`config.mk`:
```
export PLATFORM = sky130hd
export DESIGN_NAME = cfg_write_buffer
export DESIGN_NICKNAME = d
export VERILOG_FILES = /design/src/common/cfg_buf_pkg.sv /design/src/byte_fifo/lane_regfile.sv /design/src/byte_fifo/byte_fifo.sv /design/src/byte_packer.sv /design/src/word_drain.sv /design/src/cfg_write_buffer.sv
export SDC_FILE = /design/constraint.sdc
export NUM_CORES = 1
export LEC_CHECK = 0
export BUFFER_PORTS_ARGS = -buffer_cell sky130_fd_sc_hd__clkbuf_2
export CORE_MARGIN = 2
export CORE_UTILIZATION = 35
export DETAILED_ROUTE_END_ITERATION = 7
export SLEW_MARGIN = 20
export SYNTH_ARGS = -nofsm -noshare
export SYNTH_HDL_FRONTEND = slang
export SYNTH_SLANG_ARGS = --single-unit
```
`constraint.sdc`:
```
create_clock -name fifo_clk -period 3.3 [get_ports fifo_clk]
set_input_delay 0.165 -clock fifo_clk [delete_from_list [all_inputs] [get_ports fifo_clk]]
set_output_delay 0.165 -clock fifo_clk [all_outputs]
set_load 0.005 [all_outputs]
```
`src/common/cfg_buf_pkg.sv`:
```
// Configuration write buffer shared types
// Lane count, byte and word types, and the input byte beat
`default_nettype none

package cfg_buf_pkg;

  // Byte lanes per FIFO word, fixed
  localparam int unsigned LANES = 4;

  // One configuration byte from the host
  typedef logic [7:0] cfg_byte_t;

  // One FIFO word
  // Byte 0 sits in the lowest lane
  typedef logic [LANES*8-1:0] cfg_word_t;

  // Per-lane write strobe
  typedef logic [LANES-1:0] lane_mask_t;

  // Next lane to fill inside the open word
  typedef logic [$clog2(LANES)-1:0] lane_idx_t;

  // Input beat, one byte plus its end marker
  // last closes the current word early
  typedef struct packed {
    cfg_byte_t data;
    logic      last;
  } byte_beat_t;

endpackage

`default_nettype wire

```
`src/byte_fifo/lane_regfile.sv`:
```
// One byte lane of the word FIFO storage
// Clocked write, asynchronous read
`timescale 1ns/10ps
`default_nettype none

module lane_regfile #(
  parameter int depth_bits = 2
) (
  input  logic                      fifo_clk,
  input  logic                      wr_en,
  input  logic [depth_bits-1:0]     wr_addr,
  input  cfg_buf_pkg::cfg_byte_t    wr_data,
  input  logic [depth_bits-1:0]     rd_addr,
  output cfg_buf_pkg::cfg_byte_t    rd_data
);
  import cfg_buf_pkg::*;

  localparam int entries = 2 ** depth_bits;

  // Byte storage, one entry per FIFO slot
  cfg_byte_t mem [entries];

  // Write port
  always_ff @(posedge fifo_clk) begin
    if (wr_en) begin
      mem[wr_addr] <= wr_data;
    end
  end

  // Read port, no output register
  // head of FIFO is visible in the same cycle
  assign rd_data = mem[rd_addr];

endmodule

`default_nettype wire

```
`src/byte_fifo/byte_fifo.sv`:
```
// Word FIFO with independent byte-lane writes
// Lane strobes fill the slot at the write pointer, commit advances it
`timescale 1ns/10ps
`default_nettype none

module byte_fifo #(
  parameter int depth_bits = 2
) (
  input  logic                    fifo_clk,
  input  logic                    fifo_rst_n,
  input  cfg_buf_pkg::cfg_word_t  wr_data,
  input  cfg_buf_pkg::lane_mask_t wr_lanes,
  input  logic                    wr_commit,
  input  logic                    pop,
  output cfg_buf_pkg::cfg_word_t  head_word,
  output logic                    empty,
  output logic                    full,
  output logic                    almost_full,
  output logic                    almost_empty
);
  import cfg_buf_pkg::*;

  localparam int byte_w = $bits(cfg_byte_t);

  // Occupancy needs one extra bit to reach depth
  typedef logic [depth_bits:0]   count_t;
  typedef logic [depth_bits-1:0] ptr_t;

  count_t count_cs;
  count_t count_ns;
  ptr_t   wr_ptr_cs;
  ptr_t   wr_ptr_ns;
  ptr_t   rd_ptr_cs;
  ptr_t   rd_ptr_ns;

  // Level flags straight from the count
  assign full         = count_cs[depth_bits];
  assign empty        = (count_cs == '0);
  assign almost_full  = (count_cs == count_t'({depth_bits{1'b1}}));
  assign almost_empty = (count_cs == count_t'(1));

  // Occupancy update
  // commit and pop together cancel out
  always_comb begin
    if (wr_commit && pop) begin
      count_ns = count_cs;
    end else if (wr_commit) begin
      count_ns = count_cs + count_t'(1);
    end else if (pop) begin
      count_ns = count_cs - count_t'(1);
    end else begin
      count_ns = count_cs;
    end
  end

  // Pointers wrap naturally at depth
  always_comb begin
    wr_ptr_ns = wr_ptr_cs;
    rd_ptr_ns = rd_ptr_cs;
    if (wr_commit) begin
      wr_ptr_ns = wr_ptr_cs + ptr_t'(1);
    end
    if (pop) begin
      rd_ptr_ns = rd_ptr_cs + ptr_t'(1);
    end
  end

  always_ff @(posedge fifo_clk or negedge fifo_rst_n) begin
    if (!fifo_rst_n) begin
      count_cs  <= '0;
      wr_ptr_cs <= '0;
      rd_ptr_cs <= '0;
    end else begin
      count_cs  <= count_ns;
      wr_ptr_cs <= wr_ptr_ns;
      rd_ptr_cs <= rd_ptr_ns;
    end
  end

  // Storage split per lane
  // Lane writes land in the open slot whether or not it commits this cycle
  for (genvar lane = 0; lane < LANES; lane++) begin : g_lane
    lane_regfile #(
      .depth_bits(depth_bits)
    ) u_lane (
      .fifo_clk (fifo_clk),
      .wr_en    (wr_lanes[lane]),
      .wr_addr  (wr_ptr_cs),
      .wr_data  (wr_data[lane*byte_w +: byte_w]),
      .rd_addr  (rd_ptr_cs),
      .rd_data  (head_word[lane*byte_w +: byte_w])
    );
  end

endmodule

`default_nettype wire

```
`src/byte_packer.sv`:
```
// Byte packer for the configuration write buffer
// Steers each accepted byte into its FIFO lane and commits whole words
`timescale 1ns/10ps
`default_nettype none

module byte_packer (
  input  logic                    fifo_clk,
  input  logic                    fifo_rst_n,
  input  cfg_buf_pkg::byte_beat_t in_beat,
  input  logic                    in_valid,
  output logic                    in_ready,
  input  logic                    full,
  output cfg_buf_pkg::cfg_word_t  wr_data,
  output cfg_buf_pkg::lane_mask_t wr_lanes,
  output logic                    wr_commit
);
  import cfg_buf_pkg::*;

  lane_idx_t  lane_idx_cs;
  lane_idx_t  lane_idx_ns;
  logic       accept;
  logic       top_lane;
  lane_mask_t lane_one;
  lane_mask_t lane_rest;

  // At full the open slot is the head word, so hold off the host
  assign in_ready = ~full;
  assign accept   = in_valid & in_ready;

  // Last lane of the word reached
  assign top_lane = (lane_idx_cs == lane_idx_t'(LANES - 1));

  // Strobe for the current lane alone
  assign lane_one  = lane_mask_t'(1) << lane_idx_cs;
  // Current lane plus every lane above it
  assign lane_rest = {LANES{1'b1}} << lane_idx_cs;

  // Byte goes to its lane, zeros elsewhere
  // The zeros become the padding on an early last
  assign wr_data = cfg_word_t'(in_beat.data) << {lane_idx_cs, 3'b000};

  always_comb begin
    if (!accept) begin
      wr_lanes = '0;
    end else if (in_beat.last) begin
      wr_lanes = lane_rest;
    end else begin
      wr_lanes = lane_one;
    end
  end

  // Word closes on lane 3 or on a last marker
  assign wr_commit = accept & (top_lane | in_beat.last);

  // Lane index
  // back to lane 0 after any commit
  always_comb begin
    lane_idx_ns = lane_idx_cs;
    if (wr_commit) begin
      lane_idx_ns = '0;
    end else if (accept) begin
      lane_idx_ns = lane_idx_cs + lane_idx_t'(1);
    end
  end

  always_ff @(posedge fifo_clk or negedge fifo_rst_n) begin
    if (!fifo_rst_n) begin
      lane_idx_cs <= '0;
    end else begin
      lane_idx_cs <= lane_idx_ns;
    end
  end

endmodule

`default_nettype wire

```
`src/word_drain.sv`:
```
// Output stage of the configuration write buffer
// One-entry valid/ready register fed from the FIFO head
`timescale 1ns/10ps
`default_nettype none

module word_drain (
  input  logic                   fifo_clk,
  input  logic                   fifo_rst_n,
  input  cfg_buf_pkg::cfg_word_t head_word,
  input  logic                   empty,
  output logic                   pop,
  output cfg_buf_pkg::cfg_word_t out_word,
  output logic                   out_valid,
  input  logic                   out_ready
);
  import cfg_buf_pkg::*;

  logic      load;
  logic      slot_free;
  cfg_word_t out_word_q;

  // Register empty, or emptied by a transfer this cycle
  assign slot_free = ~out_valid | out_ready;

  // Refill from the FIFO head whenever there is room
  assign load = ~empty & slot_free;
  assign pop  = load;

  // Valid flag
  // drops only after a transfer with nothing behind it
  always_ff @(posedge fifo_clk or negedge fifo_rst_n) begin
    if (!fifo_rst_n) begin
      out_valid <= 1'b0;
    end else if (load) begin
      out_valid <= 1'b1;
    end else if (out_ready) begin
      out_valid <= 1'b0;
    end
  end

  // Payload, held stable until taken
  always_ff @(posedge fifo_clk) begin
    if (load) begin
      out_word_q <= head_word;
    end
  end

  assign out_word = out_word_q;

endmodule

`default_nettype wire

```
`src/cfg_write_buffer.sv`:
```
// Configuration write buffer top level
// Byte packer into a byte-lane FIFO, drained through an output register
`timescale 1ns/10ps
`default_nettype none

module cfg_write_buffer #(
  parameter int fifo_depth_bits = 2
) (
  input  logic                    fifo_clk,
  input  logic                    fifo_rst_n,
  // Host byte stream
  input  cfg_buf_pkg::byte_beat_t in_beat,
  input  logic                    in_valid,
  output logic                    in_ready,
  // Word stream towards the fabric
  output cfg_buf_pkg::cfg_word_t  out_word,
  output logic                    out_valid,
  input  logic                    out_ready,
  // FIFO level status
  output logic                    almost_full,
  output logic                    almost_empty
);
  import cfg_buf_pkg::*;

  // Packer to FIFO
  cfg_word_t  wr_data;
  lane_mask_t wr_lanes;
  logic       wr_commit;
  logic       full;

  // FIFO to drain
  cfg_word_t  head_word;
  logic       empty;
  logic       pop;

  byte_packer u_packer (
    .fifo_clk   (fifo_clk),
    .fifo_rst_n (fifo_rst_n),
    .in_beat    (in_beat),
    .in_valid   (in_valid),
    .in_ready   (in_ready),
    .full       (full),
    .wr_data    (wr_data),
    .wr_lanes   (wr_lanes),
    .wr_commit  (wr_commit)
  );

  byte_fifo #(
    .depth_bits (fifo_depth_bits)
  ) u_fifo (
    .fifo_clk     (fifo_clk),
    .fifo_rst_n   (fifo_rst_n),
    .wr_data      (wr_data),
    .wr_lanes     (wr_lanes),
    .wr_commit    (wr_commit),
    .pop          (pop),
    .head_word    (head_word),
    .empty        (empty),
    .full         (full),
    .almost_full  (almost_full),
    .almost_empty (almost_empty)
  );

  word_drain u_drain (
    .fifo_clk   (fifo_clk),
    .fifo_rst_n (fifo_rst_n),
    .head_word  (head_word),
    .empty      (empty),
    .pop        (pop),
    .out_word   (out_word),
    .out_valid  (out_valid),
    .out_ready  (out_ready)
  );

endmodule

`default_nettype wire

```
==> Word level (Yosys, flattened, before mapping) <==
Memories as Yosys holds them, arrays and structs flattened. A register that Yosys moved wholly into a read port is not among the register bits.
Index checks and enable logic that the tools add are counted.
{ "totals": {"mem_bits_rw": 128, "ff_bits": 10, "word_cells": 51, "in_bits": 13, "mem_count": 4} }
{ "memory_table": {"columns": ["name", "words", "width", "rd", "rd_clocked_by_memory_dff", "write_ports", "line_no", "source"], "rows": [
  ["u_fifo.g_lane[0].u_lane.mem", 4, 8, 1, 1, 1, "lane_regfile.sv:21", "cfg_byte_t mem [entries];"],
  ["u_fifo.g_lane[1].u_lane.mem", 4, 8, 1, 1, 1, "lane_regfile.sv:21", null],
  ["u_fifo.g_lane[2].u_lane.mem", 4, 8, 1, 1, 1, "lane_regfile.sv:21", null],
  ["u_fifo.g_lane[3].u_lane.mem", 4, 8, 1, 1, 1, "lane_regfile.sv:21", null]
]} }
{ "classes": {"n_eq_ne": 3, "addsub": 5, "muxes": 16, "n_reduce_logical": 6, "shift": 3, "n_bitwise": 9} }
{ "ops": {"columns": ["operator", "n"], "rows": [
  ["$shl A8 B5 Y32", 1],
  ["$mux W1", 10],
  ["$mux W4", 2],
  ["$add A2 B1 Y2 const B", 3],
  ["$mux W3", 2],
  ["$reduce_bool A2 Y1", 3],
  ["$mux W2", 2],
  ["$not A1 Y1", 4],
  ["$shl A1 B2 Y4 const A", 1],
  ["$shl A4 B2 Y4 const A", 1],
  ["$add A3 B1 Y3 const B", 1],
  ["$and A1 B1 Y1", 3],
  ["$eq A3 B1 Y1 const B", 1],
  ["$eq A3 B2 Y1 const B", 1],
  ["$logic_not A3 Y1", 1],
  ["$sub A3 B1 Y3 const B", 1],
  ["$eq A2 B2 Y1 const B", 1],
  ["$or A1 B1 Y1", 2],
  ["$reduce_and A2 Y1", 1],
  ["$logic_and A1 B1 Y1", 1]
]} }

==> Longest topological paths before layout <==
{ "depth": {"ltp_word": 6, "depth_mapped": 7} }

==> Cells and area by module <==
Synthesis repeated with hierarchy kept, for this count alone.
{ "unflattened": {"hier_cells": 315, "hier_area_um2": 6573.8} }
{ "by_module_without_submodules": {"columns": ["module", "instances", "area_each_um2", "cells_per_inst", "seq_area_each_um2"], "rows": [
  ["lane_regfile", 4, 1188.6, 46, 960.9],
  ["word_drain", 1, 1011.0, 37, 985.9],
  ["byte_packer", 1, 405.4, 57, 50.0],
  ["byte_fifo", 1, 402.9, 37, 175.2]
]} }

==> Least setup slack after synthesis <==
OpenSTA, ideal clock, no wires.
{ "synth_timing": {"path_type": "flip-flop to flip-flop", "from": "register u_fifo.count_cs[1]", "to": "register u_fifo.count_cs[1]", "period_less_slack_ns": 1.579, "path_buffers": 1, "path_stages_with_launch": 8, "path_slack_ns": 1.721, "arrival_time_ns": 1.497, "setup_time_ns": 0.082, "path_cell_list": "dfrtp_1 -> inv_1 -> ha_1 -> nand2b_1 -> and2_1 -> buf_6 -> maj3_2 -> o22ai_1"} }
{ "synth_via": {"elab_chain_cells": 6, "word_cells_on_any_way": 11, "cone_classes": "2 x add/sub; 2 x mux; 3 x bitwise; 4 x reduce/logical"} }
{ "synth_lines": {"columns": ["element", "line_no", "source"], "rows": [
  ["from (decl)", "byte_fifo.sv:29", "count_t count_cs;"],
  ["from (signal assigned)", "byte_fifo.sv:74", "count_cs <= count_ns;"],
  ["$logic_not A3 Y1 *", "byte_fifo.sv:38", "assign empty = (count_cs == '0);"],
  ["$not A1 Y1 *", "word_drain.sv:26", "assign load = ~empty & slot_free;"],
  ["$and A1 B1 Y1 *", "word_drain.sv:26", null],
  ["net pop", "cfg_write_buffer.sv:34", "logic pop;"],
  ["$logic_and A1 B1 Y1", "byte_fifo.sv:45", "if (wr_commit && pop) begin"],
  ["$not A1 Y1 (no line)", null, null],
  ["$reduce_and A2 Y1 (no line) *", null, null]
]} }
The timed path passes the listed nets; every way through them passes the cells marked *. The select of a mux whose other input is x is not followed.
A chain may end at the register's enable or synchronous reset.

==> Final worst setup path <==
{ "layout_timing": {"from": "register u_fifo.count_cs[0]", "to": "register u_drain.out_word_q[21], in the netlist u_drain.out_word[21], read port of u_fifo.g_lane[2].u_lane.mem, enable pin"} }
{ "layout_via": {"elab_chain_cells": 3} }
{ "layout_lines": {"columns": ["element", "line_no", "source"], "rows": [
  ["$logic_not A3 Y1", "byte_fifo.sv:38", null],
  ["$not A1 Y1", "word_drain.sv:26", null],
  ["$and A1 B1 Y1", "word_drain.sv:26", null],
  ["to (decl)", "word_drain.sv:20", "cfg_word_t out_word_q;"]
]} }
Every way passes these cells.

==> metrics.md <==
| Metric | Value |
|---|---|
| DR pass1 iterations | 4 |
| Residual DRC | 0 |
| Sequential area share after synthesis | 77.0% |
| Longest Clk Path Bufs | 2 |
| Synthesized area | 6570 um^2 |
| Synth area leader | edfxtp_1 |
| Syn. warnings | 0 |
| Fin. Hold Viols | 0 |
| Vias in the first global route | 3208 |
| Width of the die | 141 um |
| Fmax | 479 MHz |
| Slew @ Worst Pin | 0.674 ns |
| Drt total wl | around 12000 um |
| Worst setup SP type | flip-flop |
| Area share of the largest cell type after synthesis | 73.1% |
| Crit path arrival time | approximately 2.2 ns |
| CP endpoint kind | flip-flop |
| CP peak stage delay | ~0.6 ns |
| Cell Pwr Density | 879 nW/um^2 |
| Area delta synth->final | 16.2% |
| CP max-delay cell | and2_2 |
| WL/cell | 19.2 um |
| TNS Setup | 0 ns |
| Synth unique cells | 29 |
| Clk_skew | 0.0110 ns |
| CP max FO | 25 |
| Initial DRC Count | 211 |
| Total Routing Usage GR | approximately an eighth |
| Crit path buffers/inverters | 2 |
| First-pass GRT wire length | 18600 um |
| Status | complete, no violations |
| Commonest cells post-synth | 160 x edfxtp_1, 32 x mux4_2, 29 x and2_1 |
| Die height | 141 um |
| Clock Pin Slew Worst Setup and Hold Paths | 0.06 ns |
| Synth Instances | 320 |
| Peak supply drop | 0.423 mV |
| Max Cap Viol | 0 |
| Crit-path cells | inv_1, ha_1, nand2b_1, and2_2, buf_4 |
| DIE AREA | 19900 um^2 |
| Most common cell in the synthesized netlist | edfxtp_1 |
| CTS Sinks | 170 |
| Crit path time final | 2.09 ns |
| IO Port Bufs | 48 |
| Vias per std cell | just under 5 |
| Mean Syn Cell Area | 20.5 um^2 |
| Root Driver | clkbuf_16 |
| GRT overflow | 0 |
| Final #Nets | 402 |
| Rows | 50 |
| Top cells by area, synth | edfxtp_1 73%, mux4_2 11%, dfrtp_1 3.8% |
| Initial antenna violation count | 0 |
| Total power | 6.71 mW |
| TritonCTS buffer count | 17 |
| Main synth FF type | edfxtp_1 |
| Async SR Flop Fraction | 5.88% |
| LEAKAGE | 2.72 nW |
| Cts repair resizes | 0 |
| Synthesis-stage register bit count | 170 |
| Number of flops mapped to enable cells by yosys | 160 |
| Total vias in the final route | 3043 |
| Period utilization | 63.3% |
| Initial Utilization | 35.4% |
| I/O pins | 49 |
| Crit Path Class | reg2reg |
| Final setup viols | 0 |
| CORE AREA | 18600 um^2 |
| Placed wire-length estimate | ~7900 um |
| TritonCTS clock tree | done |
| Slew headroom | 55.0% |
| WP data required | 3.42 ns |
| Post-CTS Hold Fix Bufs | 1 |
| Clk_lat worst skew | ~0.42 ns |
| Final Max Slew Viols | 0 |
| Layout cells sized above 1 | 31.5% |
| Post-CTS setup buffer count | 0 |
| Ant diodes | 0 |
| RSZ-0062 raised after global routing | false |
| RePlAce Congestion | 0.744 |
| Worst hold-check path type | in2reg |
| ANT nets after route | 0 |
| Delay-heaviest family, CP | simple AND/OR/NAND/NOR gates |
| Largest net degree at the start of global routing | 26 |
| H-tree lvl count | 4 |
| Net count after synthesis | ~340 |
==> cells in the final DEF, fill, tap and decap left out, types with 3 or more instances in the layout <==
master       n
a21oi_1      3
and2_1      28
and3_1      16
and3_2       4
buf_4        3
clkbuf_16   17
clkbuf_2    48
clkinv_2     4
clkinv_4     3
dfrtp_1      9
edfxtp_1   160
ha_1        11
inv_1        8
mux4_2      32
nand2_1      4
nand3_1      4
nor2_1       5
o21ai_0      3
xnor2_1      3
==> registers in the layout, indices dropped and copies added, names as in the netlist <==
signal / cells
u_drain.out_valid: 1
u_packer.lane_idx_cs: 2
u_fifo.count_cs: 3
u_fifo.g_lane.u_lane.mem: 128
u_fifo.rd_ptr_cs: 2
u_drain.out_word: 32
u_fifo.wr_ptr_cs: 2
==> per-layer routing <==
layer / part of all wire (%) / global-route usage (%) / up-vias
met3: 4.2 / 3.84 / 18
li1: - / - / 1379
met2: 51 / 21.2 / 63
met5: 0 / 0 / -
met4: 2.2 / 5.84 / 0
met1: 43 / 16.3 / 1583
==> layout make-up <==
| class | count | area (um^2) |
|---|---|---|
| clock buffers | 19 | 433 |
| multi-input cells | 128 | 1400 |
| inverters | 8 | 30.0 |
| well taps | 234 | 293 |
| repair buffers | 53 | 293 |
| flip-flops and latches | 170 | 5060 |
| fillers | 1639 | 10900 |
| clock inverters | 12 | 126 |
==> report_power, final <==
part           switching, mW  internal (mW)  leakage [nW]  total [mW]
registers              0.240           3.01          1.62        3.25
clock network          0.783           1.11         0.274        1.89
logic                  0.811          0.754         0.829        1.57
total                   1.83           4.87          2.72        6.71
==> cell families (layout without fill, tap and decap cells) <==
| family | count (synthesis) | after routing | synth area share, % |
|---|---|---|---|
| AO/OA/AOI/OAI | 9 | 9 | 0.952 |
| XOR/XNOR | 5 | 5 | 0.667 |
| adder cells (fa/ha/maj) | 12 | 12 | 2.27 |
| buffers and inverters | 22 | 92 | 1.71 |
| flip-flops | 170 | 170 | 77.0 |
| multiplexers | 33 | 33 | 11.1 |
| AND/OR/NAND/NOR | 69 | 69 | 6.30 |
==> tightest hold or removal path, cell delays in order <==
cell and delay [ns]:
clkbuf_2 0.07, nand2b_1 0.15, nand3_1 0.09
==> final timing paths <==
path                                startpoint                   end  slack, ns  depth (start not counted)
max                         u_fifo.count_cs[0]  u_drain.out_word[21]       1.21                          5
min                                  out_ready     u_drain.out_valid       0.11                          3
max reg2reg                 u_fifo.count_cs[0]  u_drain.out_word[21]       1.21                          5
min reg2reg                u_fifo.wr_ptr_cs[0]   u_fifo.wr_ptr_cs[0]       0.55                          1
max in group asynchronous           fifo_rst_n   u_fifo.rd_ptr_cs[0]       2.91                          2
min in group asynchronous           fifo_rst_n    u_fifo.count_cs[2]       0.14                          2
==> through the flow <==
stage | hold slack (ns) | cell area (um^2) | setup WS [ns] | util (%) | cells
after global placement | 0.0493 | 7060 | 1.22 | 38.0 | 592
after global routing | 0.148 | 7630 | 1.07 | 41.1 | 624
after CTS | 0.0920 | 7630 | 1.16 | 41.1 | 624
after detailed placement | 0.0539 | 7060 | 1.18 | 38.0 | 592
after floorplan | -0.131 | 6570 | 1.72 | - | 320
final | 0.111 | 7630 | 1.21 | 41.1 | 624
(Power assumes the default switching activity.)
